## src/design/fft_defines.svh

```systemverilog
`ifndef FFT_DEFINES_SVH
`define FFT_DEFINES_SVH

//////////////////////////////////////////////////////////////////////
// transform size
//////////////////////////////////////////////////////////////////////

`define FFT_POINTS 16      // points per frame
`define FFT_STAGES 4       // log2 of FFT_POINTS

//////////////////////////////////////////////////////////////////////
// widths
//////////////////////////////////////////////////////////////////////

`define IN_WIDTH  12       // input component
`define DP_WIDTH  24       // datapath component
`define FRAC_BITS 8        // Q8 datapath and twiddles
`define OUT_WIDTH 16       // bits 23..8 of the datapath

//////////////////////////////////////////////////////////////////////
// flow control
//////////////////////////////////////////////////////////////////////

// output credits the consumer may have outstanding
`define OUT_CREDIT_MAX 4

`endif

```

## src/design/fft_pkg.sv

```systemverilog
`include "fft_defines.svh"

package fft_pkg;

    //////////////////////////////////////////////////////////////////////
    // complex samples
    //////////////////////////////////////////////////////////////////////

    // raw input from the source
    typedef struct packed {
        logic signed [`IN_WIDTH-1:0] re;
        logic signed [`IN_WIDTH-1:0] im;
    } in_sample_t;

    // internal datapath with FRAC_BITS fraction bits
    typedef struct packed {
        logic signed [`DP_WIDTH-1:0] re;
        logic signed [`DP_WIDTH-1:0] im;
    } cplx_t;

    // result as seen by the consumer
    typedef struct packed {
        logic signed [`OUT_WIDTH-1:0] re;
        logic signed [`OUT_WIDTH-1:0] im;
    } out_sample_t;

    //////////////////////////////////////////////////////////////////////
    // control states
    //////////////////////////////////////////////////////////////////////

    typedef enum logic {
        FILL    = 1'b0,       // first half loads the delay line
        COMPUTE = 1'b1        // second half runs the butterfly
    } stage_phase_e;

    typedef enum logic {
        COLLECT = 1'b0,       // write bit-reversed
        DRAIN   = 1'b1        // read natural order
    } reorder_state_e;

endpackage

```

## src/design/sdf_stage.sv

```systemverilog
`include "fft_defines.svh"

module sdf_stage #(
    parameter int DELAY = 8
) (
    input  logic           clk,
    input  logic           rst_n,
    input  logic           valid_i,
    input  fft_pkg::cplx_t data_i,
    output logic           valid_o,
    output fft_pkg::cplx_t data_o
);
    import fft_pkg::*;

    localparam int CW       = $clog2(2 * DELAY);
    localparam int PW       = (DELAY > 1) ? $clog2(DELAY) : 1;
    localparam int TW_N     = `FFT_POINTS / 2;
    localparam int TIW      = $clog2(TW_N);
    localparam int STEP     = `FFT_POINTS / (2 * DELAY);
    localparam int TW_WIDTH = `FRAC_BITS + 2;
    localparam int PROD_W   = `DP_WIDTH + TW_WIDTH + 1;

    // W = cos - j sin in Q8
    localparam logic signed [TW_WIDTH-1:0] TW_COS [TW_N] = '{
        10'sd256, 10'sd237, 10'sd181, 10'sd98,
        10'sd0, -10'sd98, -10'sd181, -10'sd237
    };
    localparam logic signed [TW_WIDTH-1:0] TW_SIN [TW_N] = '{
        10'sd0, -10'sd98, -10'sd181, -10'sd237,
        -10'sd256, -10'sd237, -10'sd181, -10'sd98
    };

    logic [CW-1:0]              cnt;
    logic [PW-1:0]              pos;
    logic [TIW-1:0]             tw_idx;
    stage_phase_e               phase;
    logic                       pending;
    logic                       run;
    logic                       pos_last;

    cplx_t                      dly [DELAY];
    cplx_t                      dly_out;
    cplx_t                      sum;
    cplx_t                      diff;
    cplx_t                      diff_tw;
    logic signed [TW_WIDTH-1:0] w_re;
    logic signed [TW_WIDTH-1:0] w_im;
    logic signed [PROD_W-1:0]   prod_re;
    logic signed [PROD_W-1:0]   prod_im;

    //////////////////////////////////////////////////////////////////////
    // phase counter
    //////////////////////////////////////////////////////////////////////

    assign phase    = stage_phase_e'(cnt[CW-1]);
    assign pos      = cnt[PW-1:0] & PW'(DELAY - 1);
    assign pos_last = (pos == PW'(DELAY - 1));
    assign run      = valid_i | pending;      // new data or diffs still in the line
    assign tw_idx   = TIW'(pos * STEP);

    always_ff @(posedge clk or negedge rst_n) begin
        if (!rst_n) begin
            cnt     <= '0;
            pending <= 1'b0;
        end else if (run) begin
            if (phase == FILL && pos_last && !valid_i) begin
                cnt <= '0;                    // park at fill start after the flush
            end else begin
                cnt <= cnt + 1'b1;
            end

            if (phase == COMPUTE && pos_last) begin
                pending <= 1'b1;
            end else if (phase == FILL && pos_last) begin
                pending <= 1'b0;
            end
        end
    end

    //////////////////////////////////////////////////////////////////////
    // butterfly and twiddle multiply
    //////////////////////////////////////////////////////////////////////

    assign dly_out = dly[DELAY-1];
    assign w_re    = TW_COS[tw_idx];
    assign w_im    = TW_SIN[tw_idx];

    always_comb begin
        sum.re  = dly_out.re + data_i.re;
        sum.im  = dly_out.im + data_i.im;
        diff.re = dly_out.re - data_i.re;
        diff.im = dly_out.im - data_i.im;

        prod_re = diff.re * w_re - diff.im * w_im;
        prod_im = diff.re * w_im + diff.im * w_re;

        // truncation drops the twiddle fraction
        diff_tw.re = prod_re[`FRAC_BITS +: `DP_WIDTH];
        diff_tw.im = prod_im[`FRAC_BITS +: `DP_WIDTH];
    end

    // feedback delay line
    always_ff @(posedge clk) begin
        if (run) begin
            dly[0] <= (phase == FILL) ? data_i : diff_tw;
            for (int i = 1; i < DELAY; i++) begin
                dly[i] <= dly[i-1];
            end
        end
    end

    //////////////////////////////////////////////////////////////////////
    // output register
    //////////////////////////////////////////////////////////////////////

    always_ff @(posedge clk or negedge rst_n) begin
        if (!rst_n) begin
            valid_o <= 1'b0;
        end else begin
            valid_o <= (phase == COMPUTE && valid_i) || (phase == FILL && pending);
        end
    end

    always_ff @(posedge clk) begin
        if (run) begin
            data_o <= (phase == FILL) ? dly_out : sum;  // old diffs in fill and sums in compute
        end
    end

    // upstream runs are 2*DELAY long and phase aligned
    assert property (@(posedge clk) disable iff (!rst_n)
        $rose(valid_i) |-> (pos == '0))
        else $error("sdf_stage: valid_i rose in the middle of a phase");

endmodule

```

## config.mk

```make
export PLATFORM = sky130hd
export DESIGN_NAME = sdf_stage
export DESIGN_NICKNAME = d
export VERILOG_FILES = /design/src/design/fft_pkg.sv /design/src/design/sdf_stage.sv
export VERILOG_INCLUDE_DIRS = /design/src /design/src/design
export SDC_FILE = /design/constraint.sdc
export NUM_CORES = 2
export LEC_CHECK = 0
export BUFFER_PORTS_ARGS = -buffer_cell sky130_fd_sc_hd__buf_2
export CAP_MARGIN = 10
export CORE_ASPECT_RATIO = 2
export CORE_MARGIN = 4
export CORE_UTILIZATION = 35
export CTS_CLUSTER_DIAMETER = 120
export CTS_CLUSTER_SIZE = 25
export DETAILED_ROUTE_END_ITERATION = 8
export SLEW_MARGIN = 30
export SYNTH_ARGS = -nofsm -noshare
export SYNTH_HDL_FRONTEND = slang
export SYNTH_SLANG_ARGS = --single-unit
```

## constraint.sdc

```tcl
create_clock -name clk -period 10.4 [get_ports clk]
set_input_delay 2.6 -clock clk [delete_from_list [all_inputs] [get_ports clk]]
set_output_delay 2.6 -clock clk [all_outputs]
set_load 0.01 [all_outputs]
```

==> out/qor.yml <==
outcome: "finished, violations left"
violations: "negative setup slack"
finalHoldViolations: 0
yosysTopAreaCell: "fa_1"
layout_commonest_cell: "inv_1"
vias: 35700
r2r_setup_slack_ns: 0.91
dp_hpwl_um: 145000
rsz0062_at_grt: "true"
cts.sinks: 438
drt_pass1_iterations: 7
cts-buffers-inserted: 21
grt.overflow.total: 0
grt_use_total_pct: 23.7
syn_inst: 4697
ff_latch_area_mm2: 0.0131
grt_max_degree: 122
finalCritPeriodShare_pct: 106
drt_wl_total_um: 172000
first_global_vias: 39900
cp-start-kind: "input pin"
ant_nets: 0
multi_input_area_mm2: 0.0320
die_h_um: 536
slowest_stage: "fa_2"
gp_congestion: 1.02
synthMuxAreaShare_pct: 0.474
async_flop_share_pct: 1.37
cts_tree: "yes"
htreeDepth: 1
wl_per_cell_um: 23.4
drc_errors: 0
fin_skew_ns: 0.0452
critPathCaptureType: "register"
synthXorXnorAreaFrac_pct: 3.85
worst_slack_ns: -0.582
avgSynthCellArea_um2: 10.4
start_util_pct: 35.3
core_area_mm2: 0.138
drv_cap: 0
rows: 193
clk_latency_ns: 0.62
synth_area_mm2: 0.0488
synth_top_family_by_area: "adder cells"
ys_ff_latch: 438
nets: 6760
post-route-min-period_ns: 10.98
final_cell_mix: "1,101 x inv_1, 822 x fa_1, 770 x buf_4, 568 x nor2_1, 432 x edfxtp_1"
worst_path_largest_cell_delay_ns: 0.56
required_ns: 10.73
yosys.area_share.simple_pct: 9.77
drive_gt1_share_pct: 21.8
fin_hold_ws_ns: 0.393
max_clock_freq_ghz: 0.0911
max_slew.worst_pin.slew_ns: 1.03
yosys_warnings: 0
final_max_slew_viol_count: 0
clk_pin_slew_ns: 0.10
clockBufferDepth: 3
yosysUniqueCellTypes: 91
die_area_mm2: 0.146
yosysTopAreaCellShare_pct: 34.5
grt_pass1_wl_um: 251000
drt_iter0_drc: 2023
crit_type: "in -> reg"
synth_edf_count: 432
ys_top_cells_by_area: "fa_1 34%, edfxtp_1 27%, ha_1 9.5%, inv_1 8.6%, nor2_1 4.6%"
fin_setup_tns_ns: -9.13
fillCellCount: 13400
synth-main-ff-cell: "edfxtp_1"
synth_compound_area_share_pct: 5.17
finalSetupViolations: 24
crit_fanout: 5
synth_fp_nets: 5958
area_growth_pct: 22.0
vias_per_cell: 4.85
ys_seq_area_share_pct: 26.9
hold_class: "reg -> reg"
critical-path-top-delay-family: "adder cells"
clock-root-buffer: "clkbuf_16"
die_w_um: 272
relSlewSlack_pct: 31.4
cp_num_buf_inv: 15
io_pins: 100
antenna_found_initial: 1
utilization_pct: 43.0
io_buffers: 99
crit_arrival_ns: 11.31
hold_buffers: 0
cpMostUsedCell: "fa_1"
synthAdderAreaFrac_pct: 43.9
-- kinds of logic (layout without fill, tap and decap cells) --
group / count (synthesis) / after routing
buf+inv: 1277 / 2085
fa+ha+maj: 1210 / 1210
simple gates: 1140 / 1140
flops: 438 / 438
compound gates: 397 / 397
xor+xnor: 213 / 213
mux: 22 / 22
other cells: 0 / 1
-- per-layer routing --
layer | global-route usage [%] | vias up | share of wire [%]
met5 | 0 | - | 0
met3 | 2.85 | 627 | 3.8
met2 | 43.6 | 1083 | 52
met1 | 21.2 | 18100 | 30
met4 | 25.6 | 0 | 14
li1 | - | 15900 | -
-- worst paths after layout --
path	start	end	cells past startpoint
worst max-delay path	data_i[24]	dly[0][20]$_DFFE_PP_	44
worst min-delay path	dly[1][15]$_DFFE_PP_	dly[1][63]$_DFFE_PP_	0
worst max register to register	dly[1][168]$_DFFE_PP_	dly[0][20]$_DFFE_PP_	44
worst min register to register	dly[1][15]$_DFFE_PP_	dly[1][63]$_DFFE_PP_	0
max in group asynchronous	rst_n	cnt[3]$_DFFE_PN0P_	1
min in group asynchronous	rst_n	cnt[0]$_DFFE_PN0P_	1
-- repair_timing --
item	CTS	global route
pin swaps	61	107
setup endpoints to repair	32	38
gates resized for setup	111	115
buffers inserted	16	23
-- Yosys cell counts (6+ instances only) --
cell type,count
xor2_1,51
o211ai_1,9
mux2i_1,13
edfxtp_1,432
fa_1,840
nor3_1,27
mux2_2,8
and2_1,13
nand4_1,9
a31oi_1,19
o21ai_1,18
nor2_1,599
or3_1,8
inv_1,1119
buf_1,15
nand2_1,333
a21o_1,28
nor2b_1,30
a21oi_1,156
or2_2,13
nand3_1,36
buf_2,12
dfrtp_1,6
o21a_1,16
o31ai_1,6
and3_1,7
xnor2_1,160
o21bai_1,16
nand2b_1,41
ha_1,370
clkbuf_1,123
o21ai_0,67
-- cell type report --
type,instances,area share [%]
repair buffers,932,12.3
clock inverters,2,0.0336
clock buffers,27,0.937
flip-flops and latches,438,22.0
well taps,1852,3.89
multi-input cells,2982,53.7
inverters,1124,7.09
diodes,1,0.00420
-- metrics by stage --
stage | setup WS, ns | std cells | cell area (um^2)
CTS | -0.582 | 7337 | 58900
finish | -0.582 | 7358 | 59600
floorplan | -0.390 | 4697 | 49000
detailed placement | -1.60 | 7292 | 57700
global placement | -1.52 | 7291 | 57700
global route | -0.886 | 7357 | 59600
-- sequential cells by signal (all words and copies together) (netlist names) --
register	cells
cnt	4
pending	1
valid_o	1
data_o	48
dly	384
Power is not shown: default switching activity piles up to over one toggle a cycle in this logic, so the estimate is an artifact.
