**src/design/fft_defines.svh**
```systemverilog
`ifndef FFT_DEFINES_SVH
`define FFT_DEFINES_SVH

//////////////////////////////////////////////////////////////////////
// transform size
//////////////////////////////////////////////////////////////////////

`define FFT_POINTS 16      // points per frame
`define FFT_STAGES 4       // log2 of FFT_POINTS

//////////////////////////////////////////////////////////////////////
// widths
//////////////////////////////////////////////////////////////////////

`define IN_WIDTH  12       // input component
`define DP_WIDTH  24       // datapath component
`define FRAC_BITS 8        // Q8 datapath and twiddles
`define OUT_WIDTH 16       // bits 23..8 of the datapath

//////////////////////////////////////////////////////////////////////
// flow control
//////////////////////////////////////////////////////////////////////

// output credits the consumer may have outstanding
`define OUT_CREDIT_MAX 4

`endif

```
**src/design/fft_pkg.sv**
```systemverilog
`include "fft_defines.svh"

package fft_pkg;

    //////////////////////////////////////////////////////////////////////
    // complex samples
    //////////////////////////////////////////////////////////////////////

    // raw input from the source
    typedef struct packed {
        logic signed [`IN_WIDTH-1:0] re;
        logic signed [`IN_WIDTH-1:0] im;
    } in_sample_t;

    // internal datapath with FRAC_BITS fraction bits
    typedef struct packed {
        logic signed [`DP_WIDTH-1:0] re;
        logic signed [`DP_WIDTH-1:0] im;
    } cplx_t;

    // result as seen by the consumer
    typedef struct packed {
        logic signed [`OUT_WIDTH-1:0] re;
        logic signed [`OUT_WIDTH-1:0] im;
    } out_sample_t;

    //////////////////////////////////////////////////////////////////////
    // control states
    //////////////////////////////////////////////////////////////////////

    typedef enum logic {
        FILL    = 1'b0,       // first half loads the delay line
        COMPUTE = 1'b1        // second half runs the butterfly
    } stage_phase_e;

    typedef enum logic {
        COLLECT = 1'b0,       // write bit-reversed
        DRAIN   = 1'b1        // read natural order
    } reorder_state_e;

endpackage

```
**src/design/reorder_buffer.sv**
```systemverilog
`include "fft_defines.svh"

module reorder_buffer (
    input  logic                 clk,
    input  logic                 rst_n,
    input  logic                 valid_i,
    input  fft_pkg::cplx_t       data_i,
    input  logic                 credit_i,
    output logic                 out_valid_o,
    output fft_pkg::out_sample_t dout_o,
    output logic                 frame_credit_o
);
    import fft_pkg::*;

    localparam int AW  = $clog2(`FFT_POINTS);
    localparam int CCW = $clog2(`OUT_CREDIT_MAX + 1);

    reorder_state_e state;
    out_sample_t    mem [`FFT_POINTS];
    logic [AW-1:0]  wr_cnt;
    logic [AW-1:0]  wr_addr;
    logic [AW-1:0]  rd_cnt;
    logic [CCW-1:0] credit_cnt;
    logic           wr_en;
    logic           spend;
    logic           drain_done;

    //////////////////////////////////////////////////////////////////////
    // collect side
    //////////////////////////////////////////////////////////////////////

    assign wr_en = valid_i && (state == COLLECT);

    // stages emit bins in bit-reversed order
    always_comb begin
        for (int b = 0; b < AW; b++) begin
            wr_addr[b] = wr_cnt[AW-1-b];
        end
    end

    //////////////////////////////////////////////////////////////////////
    // drain side
    //////////////////////////////////////////////////////////////////////

    assign spend = (state == DRAIN) && (credit_cnt != '0) && !drain_done;

    always_ff @(posedge clk or negedge rst_n) begin
        if (!rst_n) begin
            state          <= COLLECT;
            wr_cnt         <= '0;
            rd_cnt         <= '0;
            drain_done     <= 1'b0;
            out_valid_o    <= 1'b0;
            frame_credit_o <= 1'b0;
        end else begin
            out_valid_o    <= spend;
            drain_done     <= spend && (rd_cnt == AW'(`FFT_POINTS - 1));
            frame_credit_o <= drain_done;     // one pulse after the last result

            if (wr_en) begin
                wr_cnt <= wr_cnt + 1'b1;
            end
            if (spend) begin
                rd_cnt <= rd_cnt + 1'b1;
            end

            case (state)
                COLLECT: begin
                    if (wr_en && wr_cnt == AW'(`FFT_POINTS - 1)) begin
                        state <= DRAIN;
                    end
                end
                DRAIN: begin
                    if (drain_done) begin
                        state <= COLLECT;
                    end
                end
                default: state <= COLLECT;
            endcase
        end
    end

    // saturating output credit count
    always_ff @(posedge clk or negedge rst_n) begin
        if (!rst_n) begin
            credit_cnt <= '0;
        end else begin
            case ({credit_i, spend})
                2'b10: begin
                    if (credit_cnt != CCW'(`OUT_CREDIT_MAX)) begin
                        credit_cnt <= credit_cnt + 1'b1;
                    end
                end
                2'b01:   credit_cnt <= credit_cnt - 1'b1;
                default: credit_cnt <= credit_cnt;  // none or one in and one out
            endcase
        end
    end

    always_ff @(posedge clk) begin
        if (wr_en) begin
            mem[wr_addr].re <= data_i.re[`DP_WIDTH-1:`FRAC_BITS];
            mem[wr_addr].im <= data_i.im[`DP_WIDTH-1:`FRAC_BITS];
        end
        if (spend) begin
            dout_o <= mem[rd_cnt];
        end
    end

    // the pipeline must be idle while a frame is still draining
    assert property (@(posedge clk) disable iff (!rst_n)
        (state == DRAIN) |-> !valid_i)
        else $error("reorder_buffer: valid_i during DRAIN");

    // a credit arriving on a full count would push it past the limit
    assert property (@(posedge clk) disable iff (!rst_n)
        (credit_i && !spend) |-> (credit_cnt != CCW'(`OUT_CREDIT_MAX)))
        else $error("reorder_buffer: credit count above OUT_CREDIT_MAX");

endmodule

```
**config.mk**
```make
export PLATFORM = sky130hd
export DESIGN_NAME = reorder_buffer
export DESIGN_NICKNAME = d
export VERILOG_FILES = /design/src/design/fft_pkg.sv /design/src/design/reorder_buffer.sv
export VERILOG_INCLUDE_DIRS = /design/src /design/src/design
export SDC_FILE = /design/constraint.sdc
export NUM_CORES = 1
export LEC_CHECK = 0
export ABC_AREA = 1
export BUFFER_PORTS_ARGS = -buffer_cell sky130_fd_sc_hd__buf_2
export CORE_ASPECT_RATIO = 1.25
export CORE_MARGIN = 2
export CORE_UTILIZATION = 50
export DETAILED_ROUTE_END_ITERATION = 10
export PLACE_DENSITY_LB_ADDON = 0.1
export SLEW_MARGIN = 40
export SYNTH_ARGS = -nofsm -noshare
export SYNTH_HDL_FRONTEND = slang
export SYNTH_SLANG_ARGS = --single-unit
```
**constraint.sdc**
```tcl
create_clock -name clk -period 3.3 [get_ports clk]
set_input_delay 0.66 -clock clk [delete_from_list [all_inputs] [get_ports clk]]
set_output_delay 0.66 -clock clk [all_outputs]
set_load 0.005 [all_outputs]
```
==> results of run 1 <==
synth_stat cells (5+ instances only):
cell | number | share of area (%)
nand2_1 | 796 | 13
inv_2 | 31 | 0.49
o21ai_0 | 37 | 0.78
edfxtp_1 | 544 | 69
nand3_1 | 261 | 5.5
xor2_1 | 6 | 0.22
buf_6 | 24 | 1.1
dfrtp_1 | 15 | 1.6
buf_4 | 8 | 0.25
buf_2 | 49 | 1.0
ha_1 | 5 | 0.26
buf_1 | 7 | 0.11
clkbuf_1 | 13 | 0.21
inv_1 | 339 | 5.4
nor2_1 | 83 | 1.3
worst max-delay path by stage:
stage | from | slack (ps) | endpoint | depth (start not counted)
finish | rd_cnt[1] | 990 | dout_o[6] | 6
global route | rd_cnt[1] | 860 | dout_o[8] | 6
CTS | rd_cnt[1] | 1040 | dout_o[6] | 6
detailed placement | valid_i | 800 | mem[13][23] | 6
global placement | valid_i | 840 | mem[13][23] | 6
floorplan | valid_i | 500 | mem[12][0] | 4
metrics by stage:
stage	instance area (sq um)	instances	hold slack [ps]
6_report	26500	2970	385
5_1_grt	26500	2970	388
4_1_cts	26500	2970	353
3_5_place_dp	24900	2874	379
3_3_place_gp	24900	2874	385
2_1_floorplan	23700	2223	354
critical path, stage by stage (launching register included):
cell     delay (ps)
dfrtp_4         900
buf_4           600
nor2_1          110
o21ai_0         110
nand3_1         130
nand3_1         120
nand2_1          60
final cells by class:
class                   instances  area, sq um
fillers                      4002        20500
flip-flops and latches        559        16700
multi-input cells            1191         5070
clock buffers                  73         1440
inverters                     372         1400
repair buffers                116          876
well taps                     637          797
clock inverters                22          151
metal layers:
layer / global-route usage (%) / vias up / wire length, microns
li1: - / 7260 / -
met1: 28.7 / 6989 / 22600
met2: 40.2 / 316 / 27700
met3: 3.44 / 90 / 2420
met4: 7.11 / 0 / 1440
met5: 0 / - / 0
cells by family after synthesis:
family / after synthesis
buf+inv: 473
fa+ha+maj: 6
simple gates: 1142
compound gates: 37
flops: 559
xor+xnor: 6
registers in the layout, indices dropped and copies added (netlist names):
signal and flops:
mem 512, dout_o 32, rd_cnt 4, wr_cnt 4, credit_cnt 3, drain_done 1, frame_credit_o 1, out_valid_o 1
state 1
report_power, final:
| group | switching [mW] | total, mW | internal [mW] |
|---|---|---|---|
| Sequential | 0.377 | 8.98 | 8.60 |
| Clock | 2.57 | 5.71 | 3.13 |
| Combinational | 4.66 | 6.67 | 2.01 |
| Total | 7.61 | 21.4 | 13.7 |
repair_timing:
| action | in CTS | in global routing |
|---|---|---|
| hold buffers | 1 | 0 |
| resized for setup | 0 | 0 |
| hold endpoints to repair | 15 | 0 |
==> results.sh, run 1 <==
export IMPL_status="completed"
export IMPL_cts_setup_buffers=0
export IMPL_wl_per_cell_microns=18.3
export IMPL_final_common_cell="nand2_1"
export IMPL_fin_tns_setup_ps=0
export IMPL_muxShareOfSynthArea_pct=0
export IMPL_holdCritPathClass="input pin to register"
export IMPL_fin_nets=2352
export IMPL_postLayoutCoreUtil_pct=56.3
export IMPL_clock_sinks=559
export IMPL_grt_pass1_wl_microns=82600
export IMPL_place_ws_ps=805
export IMPL_drive_gt1_share_pct=10.1
export IMPL_port_buffers=69
export IMPL_die_x_microns=199
export IMPL_clockBufferDepth=3
export IMPL_cts_root_buffer="clkbuf_16"
export IMPL_synth_adder_area_share_pct=0.348
export IMPL_drc=0
export IMPL_synth_xor_xnor_area_share_pct=0.222
export IMPL_antenna_left=0
export IMPL_clk_latency_ps=600
export IMPL_reg2reg_to="dout_o[6]"
export IMPL_layout_setup_ws_ps=992
export IMPL_drv_slew=0
export IMPL_whs_endpoint="credit_cnt[0]"
export IMPL_grt_max_degree=140
export IMPL_synth_avg_cell_area_sq_um=10.7
export IMPL_relSlewSlack_pct=52.1
export IMPL_fin_worst_skew_ps=13.8
export IMPL_min_from="credit_i"
export IMPL_worstHoldPathCells=4
export IMPL_layout_common_cells="nand2_1, edfxtp_1, inv_1"
export IMPL_syn_inst=2223
export IMPL_power_leakage_nw=11.2
export IMPL_numCtsBuffers=54
export IMPL_dr_pass1_iters=5
export IMPL_synth_warnings=0
export IMPL_worstPathArrival_ps=2670
export IMPL_reg2reg_setup_slack_ps=990
export IMPL_start_util_pct=50.4
export IMPL_end_kind="register"
export IMPL_cap_violations=0
export IMPL_routabilityCongestion=0.771
export IMPL_antenna_found_initial=1
export IMPL_areaGrowthSynthToFinish_pct=11.6
export IMPL_period_needed_ps=2310
export IMPL_power_mw=21.4
export IMPL_placeableCoreArea_sq_um=47000
export IMPL_yosysSeqAreaShare_pct=70.5
export IMPL_ys_flop_type="edfxtp_1"
export IMPL_netlist_area_sq_um=23700
export IMPL_synth_simple_area_share_pct=19.5
export IMPL_async_reset_ff_share_pct=2.68
export IMPL_required_ps=3660
export IMPL_path_clk_slew_ps=60
export IMPL_reg2reg_from="rd_cnt[1]"
export IMPL_finalHoldViolCount=0
export IMPL_ir_drop_mv=0.645
export IMPL_antenna_cells=0
export IMPL_synth_top_family_by_area="simple AND/OR/NAND/NOR gates"
export IMPL_drtIter0Drc=997
export IMPL_die_height_microns=247
export IMPL_grt_overflow=0
export IMPL_fin_crit_sh_pct=69.9
export IMPL_io_pins=86
export IMPL_dp_hpwl_microns=29200
export IMPL_fmax_mhz=433
export IMPL_power_density_nw_per_um2=807
export IMPL_htree_levels=2
export IMPL_route_vias_total=14655
export IMPL_grt_pass1_vias=14132
export IMPL_rsz0062_at_grt="no"
export IMPL_tritoncts="yes"
export IMPL_path_max_fanout=49
export IMPL_placementRows=89
export IMPL_ys_types=20
export IMPL_synth_compound_area_share_pct=0.781
export IMPL_critical_path_class="register to register"
export IMPL_via_per_inst=4.93
export IMPL_grt_usage_pct=22.7
export IMPL_rr_worst_depth=6
export IMPL_finalSetupViolCount=0
export IMPL_startpoint_type="register"
export IMPL_drt_wl_total_microns=54200
export IMPL_synth_nets=2281
export IMPL_synth_edf_count=544
export IMPL_fp_dieArea_sq_um=49200
export IMPL_worstMarginPinSlew_ps=718
export IMPL_synth_seq_cells=559
Power figures use the tool's default switching activity.
==> run 2, diff against run 1 <==
==> constraint.sdc (replaced) <==
create_clock -name clk -period 2.1 [get_ports clk]
set_input_delay 0.42 -clock clk [delete_from_list [all_inputs] [get_ports clk]]
set_output_delay 0.42 -clock clk [all_outputs]
set_load 0.005 [all_outputs]
==> results.sh, run 2 (synthesis gave the netlist of run 1 again) <==
export IMPL_status="completed"
export IMPL_worstMarginPinSlew_ps=594
export IMPL_power_leakage_nw=11.4
export IMPL_regMostFlops="mem"
export IMPL_grt_overflow=0
export IMPL_period_needed_ps=1920
export IMPL_reg_top3="mem: 512 flops, dout_o: 32 flops"
export IMPL_reg2reg_from="rd_cnt[0]"
export IMPL_end_kind="register"
export IMPL_placeableCoreArea_sq_um=47000
export IMPL_fillers=3946
export IMPL_htree_levels=2
export IMPL_rr_worst_depth=9
export IMPL_start_util_pct=50.4
export IMPL_drv_slew=0
export IMPL_rsz0062_at_grt="no"
export IMPL_reg2reg_to="dout_o[18]"
export IMPL_route_vias_total=14944
export IMPL_clock_sinks=559
export IMPL_power_density_nw_per_um2=1270
export IMPL_clk_latency_ps=600
export IMPL_die_height_microns=247
export IMPL_startpoint_type="register"
export IMPL_fin_area_sq_um=26800
export IMPL_grt_pass1_wl_microns=82900
export IMPL_tritoncts="yes"
export IMPL_via_per_inst=5.01
export IMPL_min_from="credit_i"
export IMPL_grt_usage_pct=22.7
export IMPL_critical_path_class="register to register"
export IMPL_path_max_fanout=24
export IMPL_finalSetupViolCount=0
export IMPL_io_pins=86
export IMPL_antenna_found_initial=1
export IMPL_grt_max_degree=90
export IMPL_finalNonFillerCells=2982
export IMPL_port_buffers=69
export IMPL_fmax_mhz=521
export IMPL_final_common_cell="nand2_1"
export IMPL_layout_common_cells="nand2_1, edfxtp_1, inv_1"
export IMPL_drc=0
export IMPL_crit_path_end="dout_o[18]"
export IMPL_fin_nets=2365
export IMPL_dp_hpwl_microns=29700
export IMPL_drive_gt1_share_pct=10.8
export IMPL_areaGrowthSynthToFinish_pct=13.1
export IMPL_worstPathArrival_ps=2240
export IMPL_fp_dieArea_sq_um=49200
export IMPL_cap_violations=0
export IMPL_fin_hold_ws_ps=179
export IMPL_finalHoldViolCount=0
export IMPL_relSlewSlack_pct=60.4
export IMPL_drt_wl_total_microns=54100
export IMPL_cts_root_buffer="clkbuf_16"
export IMPL_cts_setup_buffers=0
export IMPL_fin_worst_skew_ps=23.7
export IMPL_ir_drop_mv=0.782
export IMPL_place_inst=2888
export IMPL_drtIter0Drc=1000
export IMPL_dr_pass1_iters=5
export IMPL_antenna_cells=0
export IMPL_grt_pass1_vias=14695
export IMPL_die_x_microns=199
export IMPL_reg2reg_setup_slack_ps=180
export IMPL_placed_cell_area_sq_um=25200
export IMPL_clockBufferDepth=3
export IMPL_routabilityCongestion=0.754
export IMPL_path_clk_slew_ps=60
export IMPL_wl_per_cell_microns=18.1
export IMPL_antenna_left=0
export IMPL_fin_tns_setup_ps=0
export IMPL_critPathLaunch="rd_cnt[0]"
export IMPL_holdCritPathClass="input pin to register"
export IMPL_required_ps=2420
export IMPL_numCtsBuffers=53
export IMPL_placementRows=89
export IMPL_largest_reg_flops=512
export IMPL_fin_crit_sh_pct=91.4
-- run 2: worst min-delay path by stage --
stage	endpoint	slack, ps	cells after the start
3_5_place_dp	frame_credit_o	370	0
2_1_floorplan	credit_cnt[0]	120	0
4_1_cts	credit_cnt[0]	150	4
5_1_grt	mem[2][5]	170	1
6_report	credit_cnt[0]	180	4
3_3_place_gp	rd_cnt[1]	380	1
-- run 2: cell type report --
type	instances	area (sq um)	share of cell area, %
clock buffer	69	1430	5.32
timing repair buffer	130	1210	4.50
tap	637	797	2.97
multi-input combinational	1191	5070	18.9
sequential	559	16700	62.4
clock inverter	24	195	0.728
inverter	372	1400	5.23
-- run 2: per-stage QoR --
stage                     worst slack [ps]  total power [mW]  util (%)
after floorplan                       -457              21.6         -
after global placement                 217              25.1      53.6
after detailed placement               179              25.3      53.6
after CTS                              170              34.4      57.1
after global routing                  69.9              36.0      57.1
final                                  180              34.0      57.1
-- run 2: report_power, final --
part	internal (mW)	total (mW)	leakage, nW	switching (mW)
clock	5.13	9.09	0.802	3.96
combinational	3.47	11.1	5.49	7.64
sequential	13.5	13.8	5.10	0.337
total	22.1	34.0	11.4	11.9
-- run 2: what timing repair did --
action,CTS,global route
hold endpoints to repair,15,0
hold buffers,1,0
gates resized for setup,0,0
-- run 2: worst max-delay path, cell delays in order, from the launching register on --
cell and delay [ps]:
dfrtp_4 590, inv_6 200, buf_4 320, nand2_1 110
nand3_1 100, nand2_1 60, nand2_1 60, nand2_1 60
inv_2 40, nand2_1 110
-- run 2: routing by layer --
| metal | share of wire [%] | global-route usage, % |
|---|---|---|
| met4 | 2.7 | 7.48 |
| met3 | 4.7 | 3.68 |
| met2 | 50 | 39.8 |
| met1 | 42 | 28.7 |
| met5 | 0 | 0 |
==> run 3, diff against run 2 <==
--- a/config.mk
+++ b/config.mk
@@ -12,7 +12,7 @@
 export CORE_MARGIN = 2
 export CORE_UTILIZATION = 50
 export DETAILED_ROUTE_END_ITERATION = 10
-export PLACE_DENSITY_LB_ADDON = 0.1
+export PLACE_DENSITY = 0.68
 export SLEW_MARGIN = 40
 export SYNTH_ARGS = -nofsm -noshare
 export SYNTH_HDL_FRONTEND = slang
==> constraint.sdc (replaced) <==
create_clock -name clk -period 2.28 [get_ports clk]
set_input_delay 0.456 -clock clk [delete_from_list [all_inputs] [get_ports clk]]
set_output_delay 0.456 -clock clk [all_outputs]
set_load 0.005 [all_outputs]
==> results.sh, run 3 (synthesis gave the netlist of run 1 again) <==
export IMPL_largest_reg_flops=512
export IMPL_startpoint_type="register"
export IMPL_clk_latency_ps=600
export IMPL_dr_pass1_iters=5
export IMPL_ir_drop_mv=0.956
export IMPL_cpPeakStageDelay_ps=480
export IMPL_antenna_cells=0
export IMPL_drive_gt1_share_pct=10.8
export IMPL_required_ps=2610
export IMPL_p_sw_mw=11.0
export IMPL_period_needed_ps=1880
export IMPL_finalHoldViolCount=0
export IMPL_die_height_microns=247
export IMPL_tritoncts="yes"
export IMPL_grt_max_degree=140
export IMPL_grt_pass1_vias=15006
export IMPL_antenna_found_initial=0
export IMPL_drc=0
export IMPL_fin_hold_ws_ps=205
export IMPL_start_util_pct=50.4
export IMPL_port_buffers=69
export IMPL_seqPwrFrac_pct=40.9
export IMPL_holdCritPathClass="input pin to register"
export IMPL_fin_nets=2361
export IMPL_power_frac_clock_pct=27.1
export IMPL_htree_levels=2
export IMPL_route_vias_total=15118
export IMPL_io_pins=86
export IMPL_critical_path_class="register to register"
export IMPL_numCtsBuffers=53
export IMPL_fp_dieArea_sq_um=49200
export IMPL_finalSetupViolCount=0
export IMPL_fin_crit_sh_pct=82.3
export IMPL_cts_resized=0
export IMPL_regMostFlops="mem"
export IMPL_areaGrowthSynthToFinish_pct=13.1
export IMPL_cts_root_buffer="clkbuf_16"
export IMPL_worstMarginPinSlew_ps=704
export IMPL_p_int_mw=20.2
export IMPL_worstPathArrival_ps=2200
export IMPL_path_clk_slew_ps=70
export IMPL_clock_sinks=559
export IMPL_wl_per_cell_microns=17.7
export IMPL_path_cells="buf_12, nand2_1, nand3_1, nand3_1, nand3_1, nand2_1"
export IMPL_rsz0062_at_grt="no"
export IMPL_end_kind="register"
export IMPL_placed_cell_area_sq_um=25100
export IMPL_via_per_inst=5.07
export IMPL_cap_violations=0
export IMPL_drv_slew=0
export IMPL_swShare_pct=35.3
export IMPL_placementRows=89
export IMPL_drt_wl_total_microns=52700
export IMPL_cpMaxStageDelayCell="dfrtp_4"
export IMPL_path_max_fanout=139
export IMPL_fmax_mhz=533
export IMPL_comb_power_share_pct=31.9
export IMPL_layout_common_cells="nand2_1, edfxtp_1, inv_1"
export IMPL_grt_usage_pct=22.0
export IMPL_clockBufferDepth=3
export IMPL_critPathMostFrequentCell="nand3_1"
export IMPL_grt_pass1_wl_microns=81800
export IMPL_power_density_nw_per_um2=1160
export IMPL_drtIter0Drc=1148
export IMPL_status="completed"
export IMPL_fin_area_sq_um=26800
export IMPL_final_common_cell="nand2_1"
export IMPL_fin_worst_skew_ps=17.9
export IMPL_placeableCoreArea_sq_um=47000
export IMPL_power_leakage_nw=11.4
export IMPL_die_x_microns=199
export IMPL_grt_overflow=0
export IMPL_routabilityCongestion=0.770
export IMPL_relSlewSlack_pct=53.1
export IMPL_reg_top3="mem: 512 flops, dout_o: 32 flops"
export IMPL_antenna_left=0
export IMPL_dp_hpwl_microns=29200
==> run 3: final cells by class <==
| cell class | count | area, sq um |
|---|---|---|
| fill | 3870 | 20200 |
| tap | 637 | 797 |
| sequential | 559 | 16700 |
| multi-input combinational | 1191 | 5070 |
| inverter | 372 | 1400 |
| clock buffer | 57 | 1340 |
| timing repair buffer | 126 | 1160 |
| clock inverter | 39 | 317 |
==> run 3: per-stage QoR <==
step           cells  worst slack (ps)  setup TNS, ps  total power, mW  util (%)
5_1_grt         2981               272              0             33.0      57.0
2_1_floorplan   2223              -313         -97380             19.9         -
6_report        2981               403              0             31.2      57.0
3_5_place_dp    2884               232              0             23.0      53.5
3_3_place_gp    2884               249              0             22.8      53.5
4_1_cts         2981               401              0             31.4      57.0
==> run 3: path summary, 6_finish.rpt <==
check | from | endpoint | slack [ps] | depth (start not counted)
max in group asynchronous | rst_n | rd_cnt[1] | 1600 | 2
min reg2reg | drain_done | frame_credit_o | 460 | 0
max reg2reg | rd_cnt[0] | dout_o[28] | 400 | 6
min in group asynchronous | rst_n | frame_credit_o | 320 | 2
max | rd_cnt[0] | dout_o[28] | 400 | 6
min | credit_i | credit_cnt[0] | 200 | 4
==> run 3: what timing repair did <==
| item | in CTS | in global routing |
|---|---|---|
| setup buffers | 0 | 0 |
| hold buffers | 1 | 0 |
| endpoints found under the hold margin | 15 | 0 |
==> run 3: worst max-delay path: cells and delay by family, from the launching register on <==
family	cells	cell delay (ps)
simple gates	5	560
flops	1	480
buf+inv	1	480
==> run 3: per-layer routing <==
metal | GRT usage [%] | vias to the layer above | wire, microns
met5 | 0 | - | 0
met4 | 9.26 | 0 | 2070
met3 | 3.41 | 118 | 2660
met2 | 38.6 | 414 | 26500
met1 | 27.0 | 7310 | 21500
li1 | - | 7276 | -
==> run 3: power by group through the flow <==
| stage | registers, mW | clock network [mW] | logic, mW |
|---|---|---|---|
| 6_report | 12.8 | 8.46 | 9.96 |
| 5_1_grt | 12.8 | 8.99 | 11.2 |
| 4_1_cts | 12.8 | 8.58 | 10.0 |
| 3_5_place_dp | 13.0 | 0 | 9.98 |
| 3_3_place_gp | 13.0 | 0 | 9.82 |
| 2_1_floorplan | 12.9 | 0 | 7.02 |
